### config.mk
export PLATFORM = sky130hd
export DESIGN_NAME = conv_top
export DESIGN_NICKNAME = d
export VERILOG_FILES = /design/src/source/conv_pkg.sv /design/src/source/conv_engine.sv /design/src/source/conv_top.sv /design/src/source/line_memory.sv /design/src/source/mac_stage.sv /design/src/source/mem_arbiter.sv /design/src/source/row_loader.sv
export VERILOG_INCLUDE_DIRS = /design/src /design/src/source
export SDC_FILE = /design/constraint.sdc
export NUM_CORES = 1
export LEC_CHECK = 0
export ABC_AREA = 1
export BUFFER_PORTS_ARGS = -buffer_cell sky130_fd_sc_hd__buf_2
export CAP_MARGIN = 20
export CORE_ASPECT_RATIO = 1.25
export CORE_MARGIN = 5
export CORE_UTILIZATION = 44
export CTS_CLUSTER_SIZE = 24
export DETAILED_ROUTE_END_ITERATION = 8
export SLEW_MARGIN = 20
export SYNTH_ARGS = -nofsm -noshare
export SYNTH_HDL_FRONTEND = slang
export SYNTH_SLANG_ARGS = --single-unit
### constraint.sdc
create_clock -name clk -period 8.88 [get_ports clk]
set_clock_uncertainty 0.15 [all_clocks]
set_input_delay 2.664 -clock clk [delete_from_list [all_inputs] [get_ports clk]]
set_output_delay 2.664 -clock clk [all_outputs]
set_load 0.005 [all_outputs]
### src/source/conv_defines.svh
`ifndef CONV_DEFINES_SVH
`define CONV_DEFINES_SVH

// row geometry
`define CONV_PIXELS 32
`define CONV_RESULTS 30

// line memory, two banks of one row each
`define CONV_BANKS 2
`define CONV_ADDR_W 6 // bank bit + pixel position

// fixed kernel
`define CONV_TAP0 (-8'sd1)
`define CONV_TAP1 (8'sd2)
`define CONV_TAP2 (-8'sd1)

`endif

### src/source/conv_pkg.sv
`default_nettype none

`include "conv_defines.svh"

package conv_pkg;

	typedef logic signed [7:0] pixel_t;
	typedef logic signed [17:0] acc_t;
	typedef logic [`CONV_ADDR_W-1:0] addr_t; // msb selects the bank
	typedef logic [4:0] index_t;
	typedef logic [`CONV_PIXELS*8-1:0] row_t; // pixel k at bits 8k+7:8k

	typedef enum logic {
		LD_IDLE,
		LD_WRITE
	} loader_state_t;

	typedef enum logic [1:0] {
		EN_IDLE,
		EN_READ,
		EN_DRAIN,
		EN_DONE
	} engine_state_t;

endpackage

`default_nettype wire

### src/source/conv_engine.sv
`timescale 1ns/1ps
`default_nettype none

`include "conv_defines.svh"

module conv_engine (
	input logic clk,
	input logic rst,
	input logic row_avail,
	input logic row_bank,
	output logic row_taken,
	output logic rd_req,
	output conv_pkg::addr_t rd_addr,
	input logic rd_gnt,
	input conv_pkg::pixel_t mem_rdata,
	output logic result_valid,
	output conv_pkg::index_t result_index,
	output conv_pkg::acc_t result_value,
	output logic row_done
);
	import conv_pkg::*;

	engine_state_t state;
	logic bank;
	logic [`CONV_ADDR_W-2:0] rd_ptr;
	logic pix_valid; // mem_rdata holds a granted pixel
	logic [`CONV_ADDR_W-2:0] pix_cnt;
	logic first_out;
	acc_t sum0;
	acc_t sum1;
	acc_t sum2;

	assign rd_req = (state == EN_READ);
	assign rd_addr = {bank, rd_ptr};

	// window complete from the third pixel on
	assign first_out = (pix_cnt >= (`CONV_PIXELS - `CONV_RESULTS));

	// transposed chain, every stage sees the same pixel
	mac_stage u_stage0 (
		.clk(clk),
		.rst(rst),
		.en(pix_valid),
		.pixel(mem_rdata),
		.tap(`CONV_TAP0),
		.sum_in('0),
		.sum_out(sum0)
	);

	mac_stage u_stage1 (
		.clk(clk),
		.rst(rst),
		.en(pix_valid),
		.pixel(mem_rdata),
		.tap(`CONV_TAP1),
		.sum_in(sum0),
		.sum_out(sum1)
	);

	mac_stage u_stage2 (
		.clk(clk),
		.rst(rst),
		.en(pix_valid),
		.pixel(mem_rdata),
		.tap(`CONV_TAP2),
		.sum_in(sum1),
		.sum_out(sum2)
	);

	assign result_value = sum2;

	always_ff @(posedge clk) begin
		if (rst) begin
			state <= EN_IDLE;
			bank <= 1'b0;
			rd_ptr <= '0;
			pix_valid <= 1'b0;
			pix_cnt <= '0;
			result_valid <= 1'b0;
			result_index <= '0;
			row_taken <= 1'b0;
			row_done <= 1'b0;
		end else begin
			row_taken <= 1'b0;
			pix_valid <= rd_req && rd_gnt;
			if (rd_req && rd_gnt) begin
				pix_cnt <= rd_ptr;
			end
			result_valid <= pix_valid && first_out;
			if (pix_valid && first_out) begin
				result_index <= index_t'(pix_cnt - (`CONV_PIXELS - `CONV_RESULTS));
			end
			row_done <= result_valid && (result_index == `CONV_RESULTS-1);
			case (state)
				EN_IDLE: begin
					if (row_avail) begin
						bank <= row_bank;
						rd_ptr <= '0;
						state <= EN_READ;
					end
				end
				EN_READ: begin
					if (rd_gnt) begin
						if (rd_ptr == `CONV_PIXELS-1) begin
							row_taken <= 1'b1; // bank can be refilled
							state <= EN_DRAIN;
						end else begin
							rd_ptr <= rd_ptr + 1'b1;
						end
					end
				end
				EN_DRAIN: begin
					if (pix_valid && (pix_cnt == `CONV_PIXELS-1)) begin
						state <= EN_DONE;
					end
				end
				EN_DONE: state <= EN_IDLE; // last result out this cycle
				default: state <= EN_IDLE;
			endcase
		end
	end

endmodule

`default_nettype wire

### src/source/conv_top.sv
`timescale 1ns/1ps
`default_nettype none

module conv_top (
	input logic clk,
	input logic rst,
	input logic row_valid,
	input conv_pkg::row_t row_data,
	output logic row_ready,
	output logic result_valid,
	output conv_pkg::index_t result_index,
	output conv_pkg::acc_t result_value,
	output logic row_done
);
	import conv_pkg::*;

	logic ld_req;
	logic ld_gnt;
	addr_t ld_addr;
	pixel_t ld_wdata;
	logic rd_req;
	logic rd_gnt;
	addr_t rd_addr;
	addr_t mem_addr;
	logic mem_we;
	pixel_t mem_wdata;
	pixel_t mem_rdata;
	logic row_avail;
	logic row_bank;
	logic row_taken;

	row_loader u_loader (
		.clk(clk),
		.rst(rst),
		.row_valid(row_valid),
		.row_data(row_data),
		.row_ready(row_ready),
		.ld_req(ld_req),
		.ld_addr(ld_addr),
		.ld_wdata(ld_wdata),
		.ld_gnt(ld_gnt),
		.row_avail(row_avail),
		.row_bank(row_bank),
		.row_taken(row_taken)
	);

	conv_engine u_engine (
		.clk(clk),
		.rst(rst),
		.row_avail(row_avail),
		.row_bank(row_bank),
		.row_taken(row_taken),
		.rd_req(rd_req),
		.rd_addr(rd_addr),
		.rd_gnt(rd_gnt),
		.mem_rdata(mem_rdata),
		.result_valid(result_valid),
		.result_index(result_index),
		.result_value(result_value),
		.row_done(row_done)
	);

	mem_arbiter u_arbiter (
		.clk(clk),
		.rst(rst),
		.ld_req(ld_req),
		.ld_addr(ld_addr),
		.ld_wdata(ld_wdata),
		.ld_gnt(ld_gnt),
		.rd_req(rd_req),
		.rd_addr(rd_addr),
		.rd_gnt(rd_gnt),
		.mem_addr(mem_addr),
		.mem_we(mem_we),
		.mem_wdata(mem_wdata)
	);

	line_memory u_memory (
		.clk(clk),
		.addr(mem_addr),
		.we(mem_we),
		.wdata(mem_wdata),
		.rdata(mem_rdata)
	);

endmodule

`default_nettype wire

### src/source/line_memory.sv
`timescale 1ns/1ps
`default_nettype none

`include "conv_defines.svh"

module line_memory (
	input logic clk,
	input conv_pkg::addr_t addr,
	input logic we,
	input conv_pkg::pixel_t wdata,
	output conv_pkg::pixel_t rdata
);
	import conv_pkg::*;

	pixel_t mem [0:`CONV_BANKS*`CONV_PIXELS-1];

	always_ff @(posedge clk) begin
		if (we) begin
			mem[addr] <= wdata;
		end
	end

	// read data lags the address by one cycle
	always_ff @(posedge clk) begin
		rdata <= mem[addr];
	end

endmodule

`default_nettype wire

### src/source/mac_stage.sv
`timescale 1ns/1ps
`default_nettype none

module mac_stage (
	input logic clk,
	input logic rst,
	input logic en,
	input conv_pkg::pixel_t pixel,
	input conv_pkg::pixel_t tap,
	input conv_pkg::acc_t sum_in,
	output conv_pkg::acc_t sum_out
);
	import conv_pkg::*;

	acc_t product;

	// both operands sign extended before the multiply
	assign product = acc_t'(pixel) * acc_t'(tap);

	always_ff @(posedge clk) begin
		if (rst) begin
			sum_out <= '0;
		end else if (en) begin
			sum_out <= sum_in + product;
		end
	end

endmodule

`default_nettype wire

### src/source/mem_arbiter.sv
`timescale 1ns/1ps
`default_nettype none

module mem_arbiter (
	input logic clk,
	input logic rst,
	input logic ld_req,
	input conv_pkg::addr_t ld_addr,
	input conv_pkg::pixel_t ld_wdata,
	output logic ld_gnt,
	input logic rd_req,
	input conv_pkg::addr_t rd_addr,
	output logic rd_gnt,
	output conv_pkg::addr_t mem_addr,
	output logic mem_we,
	output conv_pkg::pixel_t mem_wdata
);
	logic last_ld; // loader held the most recent grant

	// on contention the peer that lost last time wins
	assign ld_gnt = ld_req && (!rd_req || !last_ld);
	assign rd_gnt = rd_req && !ld_gnt;

	assign mem_addr = ld_gnt ? ld_addr : rd_addr;
	assign mem_we = ld_gnt; // only the loader writes
	assign mem_wdata = ld_wdata;

	always_ff @(posedge clk) begin
		if (rst) begin
			last_ld <= 1'b0;
		end else begin
			if (ld_gnt) begin
				last_ld <= 1'b1;
			end else if (rd_gnt) begin
				last_ld <= 1'b0;
			end
		end
	end

endmodule

`default_nettype wire

### src/source/row_loader.sv
`timescale 1ns/1ps
`default_nettype none

`include "conv_defines.svh"

module row_loader (
	input logic clk,
	input logic rst,
	input logic row_valid,
	input conv_pkg::row_t row_data,
	output logic row_ready,
	output logic ld_req,
	output conv_pkg::addr_t ld_addr,
	output conv_pkg::pixel_t ld_wdata,
	input logic ld_gnt,
	output logic row_avail,
	output logic row_bank,
	input logic row_taken
);
	import conv_pkg::*;

	loader_state_t state;
	row_t row_buf;
	logic [`CONV_ADDR_W-2:0] ptr; // pixel being written
	logic wr_bank;
	logic rd_bank; // next bank for the engine
	logic [`CONV_BANKS-1:0] full;
	logic accept;

	assign row_ready = (state == LD_IDLE) && !full[wr_bank];
	assign accept = row_valid && row_ready;

	assign ld_req = (state == LD_WRITE);
	assign ld_addr = {wr_bank, ptr};
	assign ld_wdata = row_buf[{ptr, 3'b000} +: 8];

	assign row_avail = full[rd_bank];
	assign row_bank = rd_bank;

	always_ff @(posedge clk) begin
		if (accept) begin
			row_buf <= row_data;
		end
	end

	always_ff @(posedge clk) begin
		if (rst) begin
			state <= LD_IDLE;
			ptr <= '0;
			wr_bank <= 1'b0;
			rd_bank <= 1'b0;
			full <= '0;
		end else begin
			if (row_taken) begin
				full[rd_bank] <= 1'b0;
				rd_bank <= !rd_bank;
			end
			case (state)
				LD_IDLE: begin
					if (accept) begin
						ptr <= '0;
						state <= LD_WRITE;
					end
				end
				LD_WRITE: begin
					if (ld_gnt) begin
						if (ptr == `CONV_PIXELS-1) begin
							full[wr_bank] <= 1'b1; // row complete
							wr_bank <= !wr_bank;
							state <= LD_IDLE;
						end else begin
							ptr <= ptr + 1'b1;
						end
					end
				end
				default: state <= LD_IDLE;
			endcase
		end
	end

endmodule

`default_nettype wire

Word-level counts from Yosys, hierarchy flattened
Memories as Yosys holds them, arrays and structs flattened. A register that Yosys moved wholly into a read port is not among the register bits.
Cells that the tools add are included.
W data, S select, Z words.

cells by class
  add/subtract/negate cells = 6
  $lt $le $gt $ge = 5
  eq/ne operators = 15
  shift operators = 1
  mux-type cells = 36
  bitwise operators = 6
  reduce and logical (&&, ||, !) cells = 26

operator list
  operator               count
  $shiftx A256 B9 Y8     1
  $mux W5                6
  $eq A5 B5 Y1 const B   4
  $pmux W5 S2            2
  $add A18 B18 Y18       1
  $add A18 B9 Y18        1
  $mux W2                9
  $neg A8 Y18            1
  $mux W1                14
  $add A5 B1 Y5 const B  2
  $logic_and A1 B1 Y1    10
  $ne A2 B2 Y1 const B   5
  $pmux W2 S4            1
  $reduce_and A4 Y1      2
  $logic_not A1 Y1       6
  $mux W6                1
  $ne A2 B1 Y1 const B   3
  $reduce_and A3 Y1      2
  $ge A5 B2 Y1 const B   1
  $sub A5 B2 Y5 const B  1
  $eq A2 B2 Y1 const B   2
  $lt A1 B2 Y1 const B   2
  $reduce_bool A2 Y1     2
  $not A1 Y1             3
  11 further kinds       13

word-level totals
  register bits = 343
  bits in writable memories = 512
  input port bits = 259
  output and inout port bits = 26
  word-level logic and storage cells = 115
  memories = 1

memories
  name          words  bits a word  read ports  clocked after memory_dff  wr ports  RTL line           source
  u_memory.mem  64     8            1           1                         1         line_memory.sv:15  pixel_t mem [0:`CONV_BANKS*`CONV_PIXELS-1];

Logic depth before layout (Yosys ltp)
  depth after elaboration = 12
  depth in mapped cells = 20
  gate-level depth less buffers = 20

Cells and area by module
Synthesis repeated with hierarchy kept, for this count alone.

unflattened totals
  cell total of the unflattened synthesis = 5128
  area, all modules = 47460.5 um^2

by module, submodules not included
  module                         times used  cells each  area each (um^2)  seq. area each (um^2)
  line_memory                    1           2167        22044.9           15534.9
  row_loader                     1           1058        11268.3           7887.6
  mac_stage (u_engine.u_stage2)  1           577         4287.9            360.3
  mac_stage (u_engine.u_stage0)  1           576         4279.1            360.3
  mac_stage (u_engine.u_stage1)  1           554         4225.3            360.3
  conv_engine                    1           158         1117.3            440.4
  mem_arbiter                    1           38          237.7             20.0

Worst setup path after synthesis
No wires, ideal clock.

  path type = input -> register
  start = input row_valid
  end = register u_loader.row_buf[0], enable pin
  setup time = 0.605 ns
  arrival = 7.692 ns
  data required time = 8.125 ns
  path slack = 0.433 ns
  stages on the path = 2
  buffers on the path = 0
  cell sequence = nand2_1 > inv_1

between the ends
  longest elaborated chain between the ends = 1

ends and longest elaborated chain
  item                  RTL line          source
  start, declared       conv_top.sv:7     input logic row_valid,
  $logic_and A1 B1 Y1   row_loader.sv:31  assign accept = row_valid && row_ready;
  via u_loader.accept   row_loader.sv:28  logic accept;
  end signal, assigned  row_loader.sv:42  row_buf <= row_data;
  end, declared         row_loader.sv:23  row_t row_buf;

The timed path passes the listed nets, and every way through them passes these cells.
A chain may end at the register's enable or synchronous reset.

Final worst setup path
  start = register u_engine.state[1]
  end = memory u_memory.mem[15][0] (netlist name), enable pin

between the ends
  longest elaborated chain between the ends = 6
  elaborated cells between the ends (all ways) = 7
  those cells by class = eq/ne: 1; mux: 3; reduce/logical: 3

ends and longest elaborated chain
  item                           RTL line            source
  start, declared                conv_engine.sv:23   engine_state_t state;
  start signal, assigned         conv_engine.sv:74   state <= EN_IDLE;
  start signal, assigned         conv_engine.sv:99   state <= EN_READ;
  start signal, assigned         conv_engine.sv:106  state <= EN_DRAIN;
  $eq A2 B1 Y1 *                 conv_engine.sv:33   assign rd_req = (state == EN_READ);
  $logic_not A1 Y1 *             mem_arbiter.sv:21   assign ld_gnt = ld_req && (!rd_req || !last_ld);
  $logic_or A1 B1 Y1 *           mem_arbiter.sv:21
  $logic_and A1 B1 Y1 *          mem_arbiter.sv:21
  $mux W1                        line_memory.sv:18   if (we) begin
  $mux W1 (implied by the code)  line_memory.sv:19   mem[addr] <= wdata;
  end, declared                  line_memory.sv:15

Every way passes the cells marked *; elsewhere a longest branch is shown, timed or not.

==> results.yml <==
status:
  status: "completed"
logic_synthesis:
  synthesis.area_um2: 37800
  synth.top_cells.by_area: "edfxtp_1, nand2_1, inv_1, dfxtp_1, nand3_1"
  avgSynthCellArea_um2: 10.1
  synthTopCellsByCount: "nand2_1, edfxtp_1, inv_1"
  synthCells: 3740
  synth_area_leader_cell: "edfxtp_1"
  yosys.cell_count.top_type: "nand2_1"
  synth_ff_type: "edfxtp_1"
  synthArstFlopShare: 0
  synth_edf_count: 768
  syn_nets: 4045
  synth_cell_types: 46
  ys_seq_area_frac: 0.661
  yosys.area.top_type_share: 0.611
  synth-seq-cells: 863
  yosys_warnings: 0
global_routing:
  grt_max_degree: 143
  antenna_found_initial: 19
  grt_pass1_vias: 25000
  use_met3: 0.0357
  met2_usage: 0.362
  grt_pass1_wl_um: 147000
  grtUsageTotal: 0.207
  met1_usage: 0.264
  grt_overflow: 0
  grt-busiest-layer: "met2"
sta:
  rsz0062_at_grt: "no"
  relSlewSlack: 0.302
  tightest_slew_ps: 1040
  hold_violations: 0
  slew_violations: 0
  achievable-frequency_ghz: 0.218
  timing.hold.ws_ps: 291
  setup_tns_ps: 0
  fin_crit_sh: 0.517
  period_minus_slack_ps: 4590
  finalSetupViolCount: 0
placement:
  io_buffers: 284
  dp.cells: 4994
  dpl_cell_area_um2: 40200
  place.gp.congestion: 0.832
  dp_hpwl_um: 62100
final_layout:
  fin_nets: 4289
  syn_to_final_growth_pct: 14.1
  drive_gt1_frac: 0.121
  final_cell_count_no_fill: 5168
  fillers: 7675
  final_area_um2: 43100
clock_network:
  cts_root_buffer: "clkbuf_16"
  hold_buffers: 0
  tritoncts: "yes"
  htreeDepth: 3
  post_cts_resized: 0
  cts_buffer_depth: 3
  cts_setup_buffers: 0
  numCtsBuffers: 86
  cts.clk_slew.worst_paths_ps: 60
  cts.sinks: 863
  clk_latency_ps: 660
drt:
  wl_per_cell_um: 18.8
  num_vias: 25900
  drt_wl_total_um: 97200
  vias_per_cell: 5.02
  drc: 0
  dr.pass1.iters: 5
  drt_first_iter_violations: 2067
  ant_nets: 0
worst_setup_path:
  startpoint_type: "flip-flop"
  worstSetupEndpointType: "flip-flop"
  worstPathArrival_ps: 4700
  critPathKind: "flip-flop to flip-flop"
  worstPathRequired_ps: 8990
  path_max_fanout: 42
floorplanning:
  row_count: 120
  dieHeight_um: 338
  start_util: 0.442
  ios: 285
  coreArea_um2: 85400
  fp.dieW_um: 272
  dieArea_um2: 91800
power:
  swShare: 0.280
  ir_drop_uv: 196
  pwr-share-seq: 0.475
  p_sw_mw: 2.86
  p_int_mw: 7.35
  p_per_area_nw_per_um2: 237
  total_power_mw: 10.2
  pwr-share-clk: 0.363
  p_leak_nw: 18.2
  p_comb_frac: 0.162
job:
  drv_cap: 0
min_path:
  hold_path.class: "flip-flop to flip-flop"
## power by group through the flow
| stage | logic (mW) | registers [mW] | clock network, mW |
|---|---|---|---|
| finish | 1.66 | 4.85 | 3.71 |
| global route | 1.86 | 4.86 | 3.95 |
| CTS | 1.68 | 4.85 | 3.78 |
| detailed placement | 1.67 | 4.94 | 0 |
| global placement | 1.65 | 4.93 | 0 |
| floorplan | 1.10 | 4.90 | 0 |
## cell type report
class                           instances  area [um2]  share of cell area
Inverter                              635        2390              0.0556
Sequential cell                       863       25000               0.580
Tap cell                             1098        1370              0.0319
Clock buffer                          107        2310              0.0537
Clock inverter                         52         577              0.0134
Timing Repair Buffer                  314        1650              0.0382
Antenna cell                           15        37.5            0.000871
Multi-Input combinational cell       2084        9780               0.227
## worst max-delay path: stages (launching register included)
cell and delay (ps):
dfxtp_1 330, inv_1 70, ha_1 280, nand2_2 210, nand2_4 210, nand2_1 120, nand2_1 160, nor2_4 720
buf_4 580, nand3_1 560, nor2_1 790
## layer usage
| layer | vias to the layer above | part of all wire | wire length, um |
|---|---|---|---|
| li1 | 12800 | - | - |
| met1 | 12200 | 0.41 | 39900 |
| met2 | 732 | 0.50 | 48600 |
| met3 | 152 | 0.060 | 5830 |
| met4 | 14 | 0.029 | 2820 |
| met5 | - | 0.00095 | 92 |
## registers in the layout (all words and copies together), names as in the netlist
name                       flops
u_memory.mem                 512
u_loader.row_buf             256
u_engine.u_stage0.sum_out     18
u_engine.u_stage1.sum_out     18
u_engine.u_stage2.sum_out     18
u_memory.rdata                 8
u_engine.pix_cnt               5
u_engine.rd_ptr                5
u_engine.result_index          5
u_loader.ptr                   5
u_engine.state                 2
u_loader.full                  2
u_arbiter.last_ld              1
u_engine.bank                  1
u_engine.pix_valid             1
u_engine.result_valid          1
u_engine.row_done              1
u_engine.row_taken             1
u_loader.ld_req                1
u_loader.row_bank              1
u_loader.wr_bank               1
## logic make-up after synthesis
| family | after synthesis | synth area share |
|---|---|---|
| flops | 863 | 0.661 |
| fa+ha+maj | 46 | 0.0156 |
| simple gates | 1582 | 0.173 |
| xor+xnor | 22 | 0.00510 |
| compound gates | 434 | 0.0637 |
| buf+inv | 793 | 0.0821 |
## metrics by stage
stage | util | setup slack (ps)
3_3_place_gp | 0.470 | 3790
4_1_cts | 0.504 | 4220
3_5_place_dp | 0.470 | 3780
2_1_floorplan | - | 433
6_report | 0.504 | 4290
5_1_grt | 0.504 | 4010
## path summary, 6_finish.rpt
check                                                            from  slack (ps)                            end  depth (start not counted)
worst max-delay path                   u_engine.state[1]$_SDFFE_PP0P_        4290  u_memory.mem[15][0]$_DFFE_PP_                         10
worst min-delay path            u_engine.result_index[1]$_SDFFE_PP0P_         290   u_engine.row_done$_SDFF_PP0_                          1
worst max register to register         u_engine.state[1]$_SDFFE_PP0P_        4290  u_memory.mem[15][0]$_DFFE_PP_                         10
worst min register to register  u_engine.result_index[1]$_SDFFE_PP0P_         290   u_engine.row_done$_SDFF_PP0_                          1
## placed cells by master (no fill, tap or decap), types with 4 or more instances in the layout
cell	netlist	final
o221ai_1	9	9
o211ai_1	32	32
nand4_1	22	22
nand2_1	846	846
nor2_1	367	363
ha_1	44	44
inv_2	7	14
clkinvlp_4	0	4
xor2_1	19	19
clkbuf_16	0	88
o22ai_1	32	32
a21oi_1	65	65
buf_4	10	30
nor2_4	2	6
buf_2	62	284
nand2_2	6	4
clkbuf_1	77	15
o21ai_0	207	207
a211oi_1	8	8
clkinv_1	1	15
clkbuf_8	0	4
diode_2	0	15
clkinv_2	0	17
bufinv_16	0	10
nand3_1	309	309
o21ai_1	66	66
nor4_1	4	4
edfxtp_1	768	768
inv_1	627	617
dfxtp_1	95	92
nor3_1	12	10
No activity file was read; power rests on OpenSTA's default activity.
